<file path="src/hw/fpgaRamPkg.sv">
// ------------------------------------------------------------
// FPGA storage package
// Address map, bank codes, address views and the bus request
// ------------------------------------------------------------
package fpgaRamPkg;

    parameter int AddrWidth = 12;           // Word address bits
    parameter int DataWidth = 32;           // Bus data bits

    // Bank codes, top two address bits
    typedef enum logic [1:0] {
        BankRam1 = 2'd0,                    // 512x16
        BankRam2 = 2'd1,                    // 1024x8
        BankRam3 = 2'd2,                    // 512x32
        BankRegs = 2'd3                     // Register bank
    } bank_e;

    // RAM view of the word address
    typedef struct packed {
        bank_e       bank;
        logic [9:0]  offset;                // RAMs use the low bits
    } ramAddr_t;

    // Register view of the word address
    typedef struct packed {
        bank_e       bank;
        logic [7:0]  spare;                 // Ignored
        logic [1:0]  regIdx;
    } regAddr_t;

    // Same address word, decoded two ways
    typedef union packed {
        ramAddr_t ramView;
        regAddr_t regView;
    } wbAddr_u;

    // Request fields held by the host until ACK
    typedef struct packed {
        wbAddr_u              adr;
        logic [DataWidth-1:0] dat;
        logic [3:0]           byteStb;
        logic                 we;
    } wbReq_t;

    // Register indexes, index 3 unmapped
    localparam logic [1:0] RegIdIdx      = 2'd0;
    localparam logic [1:0] RegScratchIdx = 2'd1;
    localparam logic [1:0] RegWrCntIdx   = 2'd2;

endpackage

</file>
<file path="src/hw/fpgaRegs.sv">
// ------------------------------------------------------------
// FPGA register bank
// Identity, scratch, RAM write counter and default word
// ------------------------------------------------------------
module fpgaRegs import fpgaRamPkg::*; #(
    parameter logic [31:0] IdValue     = 32'h0F9A_0001,
    parameter logic [31:0] DefRegValue = 32'hFABD_EFAC
) (
    input  logic                 WBs_CLK_i,
    input  logic                 WBs_RST_i,
    input  wbReq_t               req_i,
    input  logic                 WBs_STB_i,
    input  logic                 regCyc_i,
    input  logic                 ramWrDone_i,
    output logic [DataWidth-1:0] regDat_o,
    output logic                 regAck_o
);

    logic [1:0]           regIdx;
    logic                 regAckNxt;
    logic                 scratchWrDcd;
    logic [DataWidth-1:0] scratchReg;
    logic [31:0]          wrCnt;          // Wraps silently
    logic [DataWidth-1:0] rdNxt;

    assign regIdx    = req_i.adr.regView.regIdx;   // Register view of address
    assign regAckNxt = regCyc_i & WBs_STB_i & ~regAck_o;

    // Only the scratch word is writable
    assign scratchWrDcd = regAckNxt & req_i.we & (regIdx == RegScratchIdx);

    //------------------------------------------------------------
    // Control state and writable registers
    //------------------------------------------------------------
    always_ff @(posedge WBs_CLK_i or posedge WBs_RST_i)
    begin
        if (WBs_RST_i)
        begin
            regAck_o   <= 1'b0;
            scratchReg <= '0;
            wrCnt      <= '0;
        end
        else
        begin
            regAck_o <= regAckNxt;
            if (scratchWrDcd)
            begin
                for (int lane = 0; lane < 4; lane++)
                begin
                    if (req_i.byteStb[lane])
                    begin
                        scratchReg[lane*8 +: 8] <= req_i.dat[lane*8 +: 8];
                    end
                end
            end
            if (ramWrDone_i)
                wrCnt <= wrCnt + 32'd1;      // One per RAM write
        end
    end

    // Read select by index
    always_comb
    begin
        case (regIdx)
            RegIdIdx:      rdNxt = IdValue;
            RegScratchIdx: rdNxt = scratchReg;
            RegWrCntIdx:   rdNxt = wrCnt;
            default:       rdNxt = DefRegValue;   // Unmapped index
        endcase
    end

    // Read word captured on the access edge
    always_ff @(posedge WBs_CLK_i)
    begin
        if (regAckNxt)
            regDat_o <= rdNxt;
    end

endmodule

</file>
<file path="config.mk">
export PLATFORM = sky130hd
export DESIGN_NAME = fpgaRegs
export DESIGN_NICKNAME = d
export VERILOG_FILES = /design/src/hw/fpgaRamPkg.sv /design/src/hw/fpgaRegs.sv
export SDC_FILE = /design/constraint.sdc
export NUM_CORES = 1
export LEC_CHECK = 0
export BUFFER_PORTS_ARGS = -buffer_cell sky130_fd_sc_hd__buf_4
export CAP_MARGIN = 10
export CORE_MARGIN = 3
export CORE_UTILIZATION = 45
export DETAILED_ROUTE_END_ITERATION = 8
export PLACE_DENSITY = 0.68
export SYNTH_ARGS = -nofsm -noshare
export SYNTH_HDL_FRONTEND = slang
export SYNTH_SLANG_ARGS = --single-unit
</file>
<file path="constraint.sdc">
create_clock -name WBs_CLK_i -period 5.27 [get_ports WBs_CLK_i]
set_input_delay 0.2635 -clock WBs_CLK_i [delete_from_list [all_inputs] [get_ports WBs_CLK_i]]
set_output_delay 0.2635 -clock WBs_CLK_i [all_outputs]
set_load 0.03 [all_outputs]
</file>
* Yosys cells after proc, flatten, opt, wreduce, memory -nomap -nowiden
Index checks and enable logic that the tools add are counted.
** Word-level totals
- Input bits :: 54
- Output and inout bits :: 33
- Bits in registers :: 97
** Operators by class
- Reductions and logical operators :: 5
- Equal/unequal tests :: 2
- $add $sub $neg :: 1
- Bitwise gates (word level) :: 5
- Muxes and demuxes :: 1
** Operator list (number)
- 32-bit one-hot mux with 3 select lines :: 1
- 32-bit by 1-bit adder with 32-bit output, second input constant :: 1
- 2-bit AND reduction :: 4
- 1-bit AND :: 4
- 2-bit by 1-bit equality test with 1-bit output, second input constant :: 1
- 2-bit equality test, second input constant :: 1
- 2-bit logical NOT :: 1
- 1-bit NOT :: 1

* Longest topological paths before layout
- Word-level depth :: 5
- Mapped depth :: 6

* Worst setup path before layout
No wires, ideal clock.
- Path type :: register to register
- From :: register regAck_o
- To :: register scratchReg[0]
- Setup time :: 0.125 ns
- Period minus slack after synthesis :: 2.385 ns
- Data arrival time :: 2.260 ns
- Data required time :: 5.145 ns
- Stages on the path, launching flop included :: 6
- Slack :: 2.885 ns
- Cells stage by stage :: dfrtp_1 > and3b_1 > and3_1 > buf_2 > nand2_2 > mux2_2
** On the way
- Cells in the longest elaborated chain, start to end :: 5
** RTL lines
- from (decl) :: RTL line fpgaRegs.sv:16 : output logic regAck_o
- from (signal assigned) :: RTL line fpgaRegs.sv:45 : regAck_o <= regAckNxt;
- 1-bit NOT :: RTL line fpgaRegs.sv:27 : assign regAckNxt = regCyc_i & WBs_STB_i & ~regAck_o;
- 1-bit AND :: RTL line fpgaRegs.sv:27
- named net regAckNxt :: RTL line fpgaRegs.sv:20 : logic regAckNxt;
- 1-bit AND (2 in series) :: RTL line fpgaRegs.sv:30 : assign scratchWrDcd = regAckNxt & req_i.we & (regIdx == RegScratchIdx);
- 2-bit AND reduction (no source line)
- to (signal, indexed assignment) :: RTL line fpgaRegs.sv:52 : scratchReg[lane*8 +: 8] <= req_i.dat[lane*8 +: 8];
- to (decl) :: RTL line fpgaRegs.sv:22 : logic [DataWidth-1:0] scratchReg;
The timed path passes the listed nets, and every way through them passes these cells.
A chain may end at the register's enable or synchronous reset.

* Final worst setup path
- From :: register regAck_o
- To :: register scratchReg[21]
Same word-level chain as after synthesis.

==> metrics.log <==
[metrics] area of the die: 0.0105 mm²
[metrics] Sw Pwr: 0.434 mW
[metrics] placed cell count: 497
[metrics] FF-to-FF Start: regAck_o$_DFF_PP0_
[metrics] routability cong.: 0.779
[metrics] LEAKAGE: 2.28 nW
[metrics] Reg clk slew, reported paths: 0.10 ns
[metrics] first-pass GRT wire length: 13,400 µm
[metrics] TritonCTS clock tree: done
[metrics] area of the core region: 0.00889 mm²
[metrics] remaining antenna violation count after routing: 0
[metrics] Die Y-Extent: 103 µm
[metrics] Least-Margin Pin Slew: 0.837 ns
[metrics] Ports: 87
[metrics] clock buffer count from CTS: 9
[metrics] overall routed net length: 8240 µm
[metrics] register-to-register setup slack: 3.18 ns
[metrics] horizontal die dimension: 103 µm
[metrics] final critical-path required period: 2.09 ns
[metrics] outcome: completed
[metrics] quantity of hold-fixing buffers added after cts: 0
[metrics] Critical Path Start Type: flop
[metrics] count of mapped cells out of synthesis: 324
[metrics] Critical Path RT: 5.51 ns
[metrics] FF+latch count, synth: 97
[metrics] hold crit path type: input pin to flop
[metrics] kind of capture point of the worst setup path: flop
[metrics] Global Route Usage Sum: 16.9%
[metrics] Routed wire per std cell: 16.1 µm
[metrics] Via-to-Cell Ratio: 5.21
[metrics] Power Dens Cells: 319 mW/mm²
[metrics] Placement Rows: 34
[metrics] post-synthesis instance area: 0.00419 mm²
[metrics] Unique masters post-synth: 36
[metrics] worst setup path class: flop to flop
[metrics] part of the total power dissipated in the clock network: 27.6%
[metrics] startpoint of the most critical setup path: regAck_o$_DFF_PP0_
[metrics] count of filler cells inserted in the layout: 735
[metrics] multi-input combinational cell area: 0.00152 mm²
[metrics] largest net degree at the start of global routing: 66
[metrics] starting density of the core: 47.1%
[metrics] sink count of the clock tree: 97
[metrics] worst min-delay path startpoint: req_i[32]
[metrics] post-route setup TNS: 0 ns
[metrics] post-cts repair resize count: 0
[metrics] sequential group share of total power: 58.5%
[metrics] Arr. time, crit path: 2.33 ns
[metrics] number of diodes added for antenna fixing: 0
[metrics] count of pins over their slew limit: 0
[metrics] Hold WS: 0.120 ns
[metrics] part of the total power dissipated in combinational logic: 13.9%
[metrics] share of cells above drive strength 1: 36.5%
[metrics] register area: 0.00259 mm²
[metrics] cell at the root of the clock tree: clkbuf_8
[metrics] nets@finish: 455
[metrics] number of search-and-repair iterations in the first detailed-routing pass: 4
[metrics] setup repair after global routing missed its margin: no
[metrics] crit path max fanout: 34
[metrics] H-tree depth reported by CTS: 3
[metrics] tightest slew margin relative to the limit: 44.2%
[metrics] via count of the first global-routing pass: 2,716
[metrics] count of synthesis-stage warnings from yosys: 0
[metrics] CTS Buffer Depth: 2
[metrics] syn avg cell area: 12.9 µm²
[metrics] highest ir drop seen on vdd: 149 µV
[metrics] Hold Vio Cnt, Final: 0
[metrics] portion of the clock cycle consumed by the worst path in the final layout: 39.6%
[metrics] final cell count without fillers: 513
[metrics] count of port buffers added during placement: 76
[metrics] Starting DRT DRC Count: 123
[metrics] Worst-Skew Late Latency: 0.36 ns
[metrics] area growth from synthesis to layout: 19.9%
[metrics] clock skew after layout: 0.0120 ns
[metrics] post-detailed-route DRC marker count: 0
[metrics] Internal Power: 1.17 mW
[metrics] maxcap violations: 0
[metrics] sequential fraction of the synthesis area: 61.7%
[metrics] final setup violating endpoints: 0
[metrics] antenna violations before repair: 0
[metrics] Net Sw Frac: 27.1%
[metrics] synthesized netlist net count: 379
[metrics] total congestion overflow after global routing: 0
[metrics] Detail Placement HPWL: 5500 µm
[metrics] highest clock frequency the design can meet: 0.479 GHz
[metrics] detailed-route via count: 2,671
[metrics] number of post-CTS setup repair buffers: 0
==> sequential cells by signal (all words and copies together), names as in the netlist <==
register,flops
regAck_o,1
regDat_o,32
scratchReg,32
wrCnt,32
==> cells in the mapped netlist (all sizes together) <==
cell type | n | share of area (%)
dfrtp | 65 | 39
nor2 | 43 | 3.9
mux2 | 33 | 8.9
edfxtp | 32 | 23
a21oi | 23 | 2.7
xor2 | 18 | 3.8
nand2 | 17 | 1.8
xnor2 | 13 | 2.7
nand4 | 10 | 2.1
clkbuf | 9 | 1.0
nor4 | 9 | 2.5
and3 | 6 | 0.90
nand2b | 6 | 0.90
nand3 | 6 | 0.84
nor2b | 6 | 0.96
a22o | 4 | 0.84
buf | 4 | 0.63
inv | 4 | 0.36
nor3 | 4 | 0.48
o22a | 4 | 0.84
and4 | 2 | 0.48
and3b | 1 | 0.21
ha | 1 | 0.30
nand4bb | 1 | 0.66
nor4b | 1 | 0.21
o21ai | 1 | 0.12
or2 | 1 | 0.15
==> cell type report <==
type	instances	area share (%)
timing repair buffer	78	11.7
inverter	4	0.299
tap	108	2.69
multi-input combinational	210	30.2
sequential	97	51.5
clock inverter	6	0.872
clock buffer	10	2.74
==> worst max-delay path, cell delays in order (launching register included) <==
cell and delay (ns):
dfrtp_1 0.38, and3b_1 0.20, buf_4 0.40, and3_1 0.41, nand2_2 0.24, mux2_2 0.33
==> cell families (layout without fill, tap and decap cells) <==
group           count (synthesis)  in the layout  share of synthesized area, %
flops                          97             97                          61.7
mux                            33             33                          8.87
fa+ha+maj                       1              1                         0.298
compound gates                 32             32                          4.54
buf+inv                        17             98                          2.03
xor+xnor                       31             31                          6.48
simple gates                  113            113                          16.1
==> placed cells by master (no fill, tap or decap), types with 5 or more instances in the layout <==
master,synthesis,final
and3_1,6,6
dfrtp_1,65,65
clkbuf_8,1,10
nor2_1,43,43
a21oi_1,23,23
xnor2_1,13,13
xor2_1,18,18
nand3_1,5,5
edfxtp_1,32,32
nand2_1,13,13
nand2b_1,6,6
nor2b_1,5,5
nor4_2,8,8
nand4_1,7,7
mux2_2,33,33
buf_4,0,78
==> final timing paths <==
kind | cells after the start | endpoint
max in group asynchronous | 3 | scratchReg[16]$_DFFE_PP0P_
hold / removal | 2 | scratchReg[27]$_DFFE_PP0P_
hold reg to reg | 1 | wrCnt[31]$_DFFE_PP0P_
setup reg to reg | 5 | scratchReg[21]$_DFFE_PP0P_
min in group asynchronous | 3 | scratchReg[26]$_DFFE_PP0P_
setup / recovery | 5 | scratchReg[21]$_DFFE_PP0P_
==> stage by stage <==
step | worst slack [ns] | area [µm²] | utilization [%] | power, mW
finish | 3.18 | 5020 | 56.5 | 1.60
global route | 3.06 | 5020 | 56.5 | 1.68
CTS | 3.13 | 5020 | 56.5 | 1.62
detailed placement | 2.93 | 4840 | 54.5 | 1.18
global placement | 2.94 | 4840 | 54.5 | 1.17
floorplan | 2.88 | 4190 | - | 1.09
==> metal layers <==
| layer | GRT usage [%] | wire length, µm | up-vias |
|---|---|---|---|
| met5 | 0 | 0 | - |
| met4 | 7.27 | 167 | 0 |
| met3 | 2.57 | 302 | 13 |
| met2 | 27.6 | 4120 | 55 |
| met1 | 22.5 | 3660 | 1311 |
| li1 | - | - | 1292 |
==> power groups by stage <==
stage	sequential [mW]	combinational (mW)	clock [mW]
global placement	0.949	0.222	0
floorplan	0.961	0.133	0
detailed placement	0.952	0.226	0
finish	0.936	0.222	0.442
global route	0.949	0.247	0.486
CTS	0.936	0.227	0.455
Note: power is estimated with default switching activity, not from simulation.
