## src/hw/fpgaRamPkg.sv

```systemverilog
// ------------------------------------------------------------
// FPGA storage package
// Address map, bank codes, address views and the bus request
// ------------------------------------------------------------
package fpgaRamPkg;

    parameter int AddrWidth = 12;           // Word address bits
    parameter int DataWidth = 32;           // Bus data bits

    // Bank codes, top two address bits
    typedef enum logic [1:0] {
        BankRam1 = 2'd0,                    // 512x16
        BankRam2 = 2'd1,                    // 1024x8
        BankRam3 = 2'd2,                    // 512x32
        BankRegs = 2'd3                     // Register bank
    } bank_e;

    // RAM view of the word address
    typedef struct packed {
        bank_e       bank;
        logic [9:0]  offset;                // RAMs use the low bits
    } ramAddr_t;

    // Register view of the word address
    typedef struct packed {
        bank_e       bank;
        logic [7:0]  spare;                 // Ignored
        logic [1:0]  regIdx;
    } regAddr_t;

    // Same address word, decoded two ways
    typedef union packed {
        ramAddr_t ramView;
        regAddr_t regView;
    } wbAddr_u;

    // Request fields held by the host until ACK
    typedef struct packed {
        wbAddr_u              adr;
        logic [DataWidth-1:0] dat;
        logic [3:0]           byteStb;
        logic                 we;
    } wbReq_t;

    // Register indexes, index 3 unmapped
    localparam logic [1:0] RegIdIdx      = 2'd0;
    localparam logic [1:0] RegScratchIdx = 2'd1;
    localparam logic [1:0] RegWrCntIdx   = 2'd2;

endpackage

```

## src/hw/wbBusDecode.sv

```systemverilog
// ------------------------------------------------------------
// Wishbone bank decoder
// Bank selects, read steering and merged acknowledge
// ------------------------------------------------------------
module wbBusDecode import fpgaRamPkg::*; (
    input  logic                 WBs_CLK_i,
    input  logic                 WBs_RST_i,
    input  wbReq_t               req_i,
    input  logic                 WBs_CYC_i,
    input  logic                 WBs_STB_i,
    output logic                 ram1Cyc_o,
    output logic                 ram2Cyc_o,
    output logic                 ram3Cyc_o,
    output logic                 regCyc_o,
    input  logic [DataWidth-1:0] ram1Dat_i,
    input  logic [DataWidth-1:0] ram2Dat_i,
    input  logic [DataWidth-1:0] ram3Dat_i,
    input  logic [DataWidth-1:0] regDat_i,
    input  logic                 ramAck_i,
    input  logic                 regAck_i,
    output logic [DataWidth-1:0] WBs_DAT_o,
    output logic                 WBs_ACK_o
);

    bank_e reqBank;
    bank_e lastBank;      // Bank of access in flight
    logic  accStart;

    // Bank field sits at the same place in both views
    assign reqBank = req_i.adr.ramView.bank;

    //------------------------------------------------------------
    // Cycle selects
    //------------------------------------------------------------
    assign ram1Cyc_o = WBs_CYC_i & (reqBank == BankRam1);
    assign ram2Cyc_o = WBs_CYC_i & (reqBank == BankRam2);
    assign ram3Cyc_o = WBs_CYC_i & (reqBank == BankRam3);
    assign regCyc_o  = WBs_CYC_i & (reqBank == BankRegs);

    // New access, not an ACK cycle
    assign accStart = WBs_CYC_i & WBs_STB_i & ~WBs_ACK_o;

    always_ff @(posedge WBs_CLK_i or posedge WBs_RST_i)
    begin
        if (WBs_RST_i)
            lastBank <= BankRam1;
        else if (accStart)
            lastBank <= reqBank;
    end

    //------------------------------------------------------------
    // Return path
    //------------------------------------------------------------
    always_comb
    begin
        case (lastBank)
            BankRam1: WBs_DAT_o = ram1Dat_i;
            BankRam2: WBs_DAT_o = ram2Dat_i;
            BankRam3: WBs_DAT_o = ram3Dat_i;
            default:  WBs_DAT_o = regDat_i;
        endcase
    end

    assign WBs_ACK_o = ramAck_i | regAck_i;

    // Only one target answers per access
    ackExclusive: assert property (
        @(posedge WBs_CLK_i) disable iff (WBs_RST_i) !(ramAck_i && regAck_i)
    ) else $error("RAM and register ACK together at %0t", $time);

endmodule

```

## config.mk

```make
export PLATFORM = sky130hd
export DESIGN_NAME = wbBusDecode
export DESIGN_NICKNAME = d
export VERILOG_FILES = /design/src/hw/fpgaRamPkg.sv /design/src/hw/wbBusDecode.sv
export SDC_FILE = /design/constraint.sdc
export NUM_CORES = 1
export LEC_CHECK = 0
export ABC_AREA = 0
export CAP_MARGIN = 0
export CORE_AREA = 2 2 86 88
export DETAILED_ROUTE_END_ITERATION = 8
export DIE_AREA = 0 0 88 90
export DONT_BUFFER_PORTS = 1
export PLACE_DENSITY = 0.3
export SLEW_MARGIN = 15
export SYNTH_ARGS = -nofsm -noshare
export SYNTH_HDL_FRONTEND = slang
export SYNTH_SLANG_ARGS = --single-unit
```

## constraint.sdc

```tcl
create_clock -name WBs_CLK_i -period 1.3 [get_ports WBs_CLK_i]
set_clock_uncertainty 0.2 [all_clocks]
set_input_delay 0.065 -clock WBs_CLK_i [delete_from_list [all_inputs] [get_ports WBs_CLK_i]]
set_output_delay 0.065 -clock WBs_CLK_i [all_outputs]
set_load 0.02 [all_outputs]
```

# After elaboration in Yosys (flattened, before gate mapping)
# Cells that the tools add are included.
[totals] word_cells=17 reg_bits=2 output_inout_bits=37
[classes] mux=1 n_reduce_logical=2 bitwise=8 n_eq_ne=5
[op_table] operator="$pmux 32 s3" count=1
[op_table] operator="$and 1x1->1" count=6
[op_table] operator="$eq 2x2->1 const B" count=3
[op_table] operator="$eq 2x1->1 const B" count=2
[op_table] operator="$logic_not 2->1" count=2
[op_table] operator="$not 1->1" count=1
[op_table] operator="$or 1x1->1" count=1

# Logic depth before layout (Yosys ltp)
# Gate-level depths: netlist of run 1.
[logic_depth] word_depth=3 ltp_mapped=3 mapped_depth_nobuf=2

# Worst setup path after synthesis of run 1
# Ideal clock, no wire load.
[synth_timing] kind="reg2out" from="reg lastBank[0]" to="out WBs_DAT_o[0]" path_buffers=2 path_stages_with_launch=4 arrival_time_ns=1.172 setup_slack_ns=-0.137 cell_sequence="dfrtp_1 -> buf_6 -> buf_12 -> mux4_2"
[synth_between] elab_chain_cells=2
[synth_lines] element="start, declared" line="wbBusDecode.sv:26" rtl="bank_e lastBank;"
[synth_lines] element="start signal, assigned" line="wbBusDecode.sv:46" rtl="lastBank <= BankRam1;"
[synth_lines] element="start signal, assigned" line="wbBusDecode.sv:48" rtl="lastBank <= reqBank;"
[synth_lines] element="$eq 2x2->1, or another cell as far along" line="wbBusDecode.sv:56" rtl="case (lastBank)"
[synth_lines] element="$pmux 32 s3 (*)" line="wbBusDecode.sv:56"
[synth_lines] element="end, declared" line="wbBusDecode.sv:21" rtl="output logic [DataWidth-1:0] WBs_DAT_o,"
# Every way passes the cells marked *; elsewhere a longest branch is shown, timed or not.

# Final worst setup path of run 1
[layout_timing] from="reg lastBank[0]" to="out WBs_DAT_o[1]"
# Same word-level chain as after synthesis.

==> results of run 1 <==
==> cell type report <==
class | instances | share of cell area, %
tap | 99 | 11.07
timing repair buffer | 9 | 9.172
inverter | 1 | 0.3356
clock buffer | 4 | 4.027
sequential | 2 | 4.586
multi-input combinational | 41 | 70.81
==> cell families (layout without fill, tap and decap cells) <==
| family | after synthesis | count (layout) |
|---|---|---|
| buffers and inverters | 9 | 14 |
| flip-flops | 2 | 2 |
| multiplexers | 34 | 34 |
| AND/OR/NAND/NOR | 7 | 7 |
==> through the flow <==
stage	instance area, µm²	cells
after floorplan	947.2	52
after global placement	1045	148
after detailed placement	1045	148
after CTS	1119	156
after global routing	1119	156
final	1119	156
==> report_power, final <==
group | switching, µW | leakage (µW) | total, µW | internal, µW
registers | 14.4 | 0.0000229 | 92.4 | 78.0
clock network | 53.9 | 0.0000228 | 262 | 208
logic | 704 | 0.000285 | 1240 | 540
total | 772 | 0.000331 | 1600 | 827
==> placed cells by master (no fill, tap or decap), drive strengths merged <==
cell,netlist,layout
inv,1,1
dfrtp,2,2
and4bb,1,1
dlygate4sd3,0,4
mux2,2,2
nor2,1,1
buf,7,5
clkbuf,1,4
nand2,1,1
or2,1,1
mux4,32,32
and3,1,1
and3b,1,1
nor3b,1,1
==> worst max-delay path, stage by stage, from the launching register on <==
cell     delay, ns
dfrtp_2       0.37
buf_12        0.20
mux4_2        0.62
==> final timing paths <==
path	end	slack, ns	depth (start not counted)
setup reg to reg	lastBank[1]	0.11	2
hold / removal	ram3Cyc_o	0.01	1
hold reg to reg	lastBank[0]	0.59	2
max in group asynchronous	lastBank[0]	0.28	3
min in group asynchronous	lastBank[0]	0.49	3
setup / recovery	WBs_DAT_o[1]	-0.40	2
==> per-layer routing <==
metal | vias to the layer above | global-route usage [%] | routed length, µm
met5 | - | 0 | 0
met4 | 0 | 1.154 | 0
met3 | 0 | 4.408 | 556
met2 | 92 | 15.47 | 2024
met1 | 358 | 9.246 | 1335
li1 | 259 | - | -
==> repair_timing <==
action	4_1_cts	5_1_grt
setup endpoints to repair	32	32
resized for setup	3	0
endpoints found under the hold margin	4	0
hold buffers	4	0
==> results.txt, run 1 <==
ANT nets after route: 0
TritonCTS Sinks: 2
Startpoint Class: register
Die Y: 90 µm
CP Class: register to output port
status: finished, violations left
Final Max Slew Viols: 0
Critical Path Start: lastBank[0]
Hold Path Class: primary input to output port
# nets final: 241
Area growth syn-to-layout: 18.10%
routed length per instance: 25.10 µm
Mapped Area: 947.2 µm²
# rows: 31
P_leak: 0.0003310 µW
area of the multi-input gates: 792.0 µm²
Unique masters post-synth: 16
initial antenna violation count: 0
Slew headroom: 74.73%
clock latency on the worst-skew pair: 0.21 ns
adder-cell share of the synthesized area: 0%
hold_sp: req_i[47]
share of layout cells above drive strength 1: 78.95%
DR vias/cell: 4.545
first-pass GRT wire length: 5264 µm
CTS tree: done
Area contributors post-synth: mux4_2 (69%), mux4_1 (8.3%), buf_12 (6.3%)
Synth async-reset ratio: 100.0%
XOR/XNOR Fraction of Synth Area: 0%
mux contribution to synthesized area: 79.66%
postcts setup bufs: 0
# setup viols final: 32
vias in the first global route: 837
Post-synth EDFFs: 0
Biggest register: lastBank
CTS root buffer: clkbuf_8
WP data required: 1.03 ns
Synth Warn #: 0
Die Wd: 88 µm
via count: 709
register area: 51.30 µm²
Initial DRC Count: 13
final wirelength: 3915 µm
sequential fraction of the synthesis area: 5.284%
simple-gate share of the synthesized area: 5.152%
top-count cell post-synth: mux4_2
violated checks: setup timing
syn_nets: 235
Power Dens Cells: 1429 nW/µm²
RSZ-0062 raised after global routing: yes
fin crit share: 130.8%
gr usage total: 8.677%
fin worst setup slack: -0.3999 ns
Core ar.: 7020 µm²
crit-path max FO: 23
total CTS buffers: 3
Pre-antenna DRT Iters: 2
CP arrival: 1.43 ns
Reg2Reg Launch Point: lastBank[1]
Min Clock Period, post-route: 1.700 ns
Slew @ Worst Pin: 0.3777 ns
H-tree levels: 1
Starting Density: 13.49%
post-synthesis cell count: 52
FILL cells: 775
Post-Place Setup Slack: -0.2686 ns
Compound-Gate Fraction of Synth Area: 0%
GR Overflow Total: 0
TNS Setup: -12.39 ns
biggest regs: lastBank: 2 flops
Max-cap violations: 0
upper clock frequency limit: 588.3 MHz
Reg clk slew, reported paths: 0.03 ns
max reg flops: 2
Final Power: 1599 µW
die area: 7920 µm²
Synth top area share: 68.96%
DRC: 0
clock buffer depth: 2
Crit. End Element: output port
number of synthesized register bits: 2
synthesized area per cell: 18.21 µm²
largest family of logic cells by synthesized area: multiplexers
largest net degree at the start of global routing: 24
Port Buffers: 0
Synth top cells by count: mux4_2 (29), buf_12 (3), buf_2 (3), mux4_1 (3)
gpl congestion: 0.8018
cell taking the most area after synthesis: mux4_2
top_reg_cell synth: dfrtp_1
Hold Vio Cnt, Final: 0
Antenna Cells: 0
Worst VDD drop: 562.6 µV
final core occ: 15.93%
IO Count: 220
Hold WS: 0.01360 ns
No activity file was read; power rests on OpenSTA's default activity.
==> inputs of run 2 (changes only) <==
--- a/config.mk
+++ b/config.mk
@@ -7,11 +7,13 @@
 export LEC_CHECK = 0
 export ABC_AREA = 0
 export CAP_MARGIN = 0
-export CORE_AREA = 2 2 86 88
+export CELL_PAD_IN_SITES_DETAIL_PLACEMENT = 1
+export CELL_PAD_IN_SITES_GLOBAL_PLACEMENT = 2
+export CORE_AREA = 2 2 85 87
 export DETAILED_ROUTE_END_ITERATION = 8
-export DIE_AREA = 0 0 88 90
+export DIE_AREA = 0 0 87 89
 export DONT_BUFFER_PORTS = 1
-export PLACE_DENSITY = 0.3
+export PLACE_DENSITY = 0.46
 export SLEW_MARGIN = 15
 export SYNTH_ARGS = -nofsm -noshare
 export SYNTH_HDL_FRONTEND = slang
==> results.txt, run 2 (synthesis gave the netlist of run 1 again) <==
first-pass GRT wire length: 4098 µm
ANT nets after route: 0
Biggest register: lastBank
Reg clk slew, reported paths: 0.03 ns
commonest non-fill, non-tap cells in the layout: mux4_2 (32), dlygate4sd3_1 (4), clkbuf_8 (3), buf_12 (3), mux2_2 (2)
GR Overflow Total: 0
P_leak: 0.0003305 µW
TritonCTS Sinks: 2
Port Buffers: 0
CTS root buffer: clkbuf_8
RSZ-0062 raised after global routing: yes
# setup viols final: 32
upper clock frequency limit: 589.4 MHz
via count: 686
initial antenna violation count: 0
fin worst setup slack: -0.3967 ns
most common cell after layout, fill and taps aside: mux4_2
WP data required: 1.03 ns
Worst VDD drop: 694.8 µV
Internal Power: 837.7 µW
dpl cell area: 1026 µm²
Initial DRC Count: 9
routed length per instance: 24.23 µm
CTS tree: done
Die Y: 89 µm
biggest regs: lastBank: 2 flops
TNS Setup: -12.15 ns
share of layout cells above drive strength 1: 78.57%
total CTS buffers: 3
Die Wd: 87 µm
Flop pwr share: 5.9%
status: finished, violations left
Core ar.: 6719 µm²
Hold WS: 0.01161 ns
Worst Path Buf+Inv: 1
Area growth syn-to-layout: 16.12%
CP arrival: 1.43 ns
combinational power share: 77.1%
Clock power frac: 17.0%
Starting Density: 14.10%
critical-path cell list: buf_12 -> mux4_2
Slew @ Worst Pin: 0.3708 ns
Final Max Slew Viols: 0
max incr delay on CP: 0.61 ns
gpl congestion: 0.6884
crit-path max FO: 18
CP max stage cell: mux4_2
worst reg-to-reg setup slack: 0.12 ns
Top delay family on crit path: multiplexers
# rows: 30
Final Cell Area: 1100 µm²
H-tree levels: 1
Startpoint Class: register
DR vias/cell: 5.044
Max-cap violations: 0
violated checks: setup timing
Pre-antenna DRT Iters: 4
DRC: 0
Hold Path Class: primary input to output port
fin crit share: 130.5%
gr usage total: 6.934%
IO Count: 220
post-DP HPWL: 2831 µm
clock buffer depth: 2
# nets final: 240
largest net degree at the start of global routing: 34
max reg flops: 2
Power Dens Cells: 1465 nW/µm²
clock latency on the worst-skew pair: 0.22 ns
Slew headroom: 75.19%
Antenna Cells: 0
die area: 7743 µm²
Hold Vio Cnt, Final: 0
Psw: 773.8 µW
Crit. End Element: output port
final wirelength: 3295 µm
CP Class: register to output port
vias in the first global route: 776
Min Clock Period, post-route: 1.697 ns
Sw Share: 48.02%
[run 2: final timing paths]
path                             start             to  depth (start not counted)
max in group asynchronous    WBs_RST_i    lastBank[0]                          3
min in group asynchronous    WBs_RST_i    lastBank[0]                          3
min reg2reg                lastBank[0]    lastBank[0]                          2
max reg2reg                lastBank[0]    lastBank[0]                          2
max                        lastBank[0]  WBs_DAT_o[29]                          2
min                          req_i[47]      ram3Cyc_o                          1
[run 2: area by class of cell]
type,count,area [µm²]
flip-flops and latches,2,51.30
fillers,750,5619
multi-input cells,41,792.0
well taps,80,100.1
repair buffers,8,107.6
clock buffers,4,45.04
inverters,1,3.754
[run 2: metal layers]
layer	vias up	global-route usage (%)	routed length, µm
met2	83	13.60	1936
met1	343	7.355	955
met4	0	2.131	15
met5	-	0	0
met3	2	1.477	388
li1	258	-	-
[run 2: timing repair]
item	in CTS	in global routing
cloned	0	0
endpoints found under the hold margin	4	0
buffers inserted	0	0
hold buffers	4	0
setup endpoints to repair	32	32
gates resized for setup	3	0
[run 2: worst register-to-register path: cells and delay by family, from the launching register on]
kind     cells  cell delay (ns)
flops        1             0.43
mux          1             0.26
buf+inv      1             0.17
[run 2: power by group through the flow]
stage	Sequential [µW]	Clock (µW)	Combinational, µW
6_report	95.3	274	1240
5_1_grt	97.5	286	1310
4_1_cts	96.0	281	1260
3_5_place_dp	96.7	0	1240
3_3_place_gp	94.6	0	1230
2_1_floorplan	80.8	0	1180
[run 2: per-stage QoR]
step           worst slack [ns]  instances  utilization, %  total power (µW)
3_3_place_gp            -0.2434        128           15.27              1329
6_report                -0.3967        136           16.37              1611
4_1_cts                 -0.4140        136           16.37              1640
2_1_floorplan           -0.1365         52               -              1258
3_5_place_dp            -0.2634        128           15.27              1340
5_1_grt                 -0.4495        136           16.37              1696
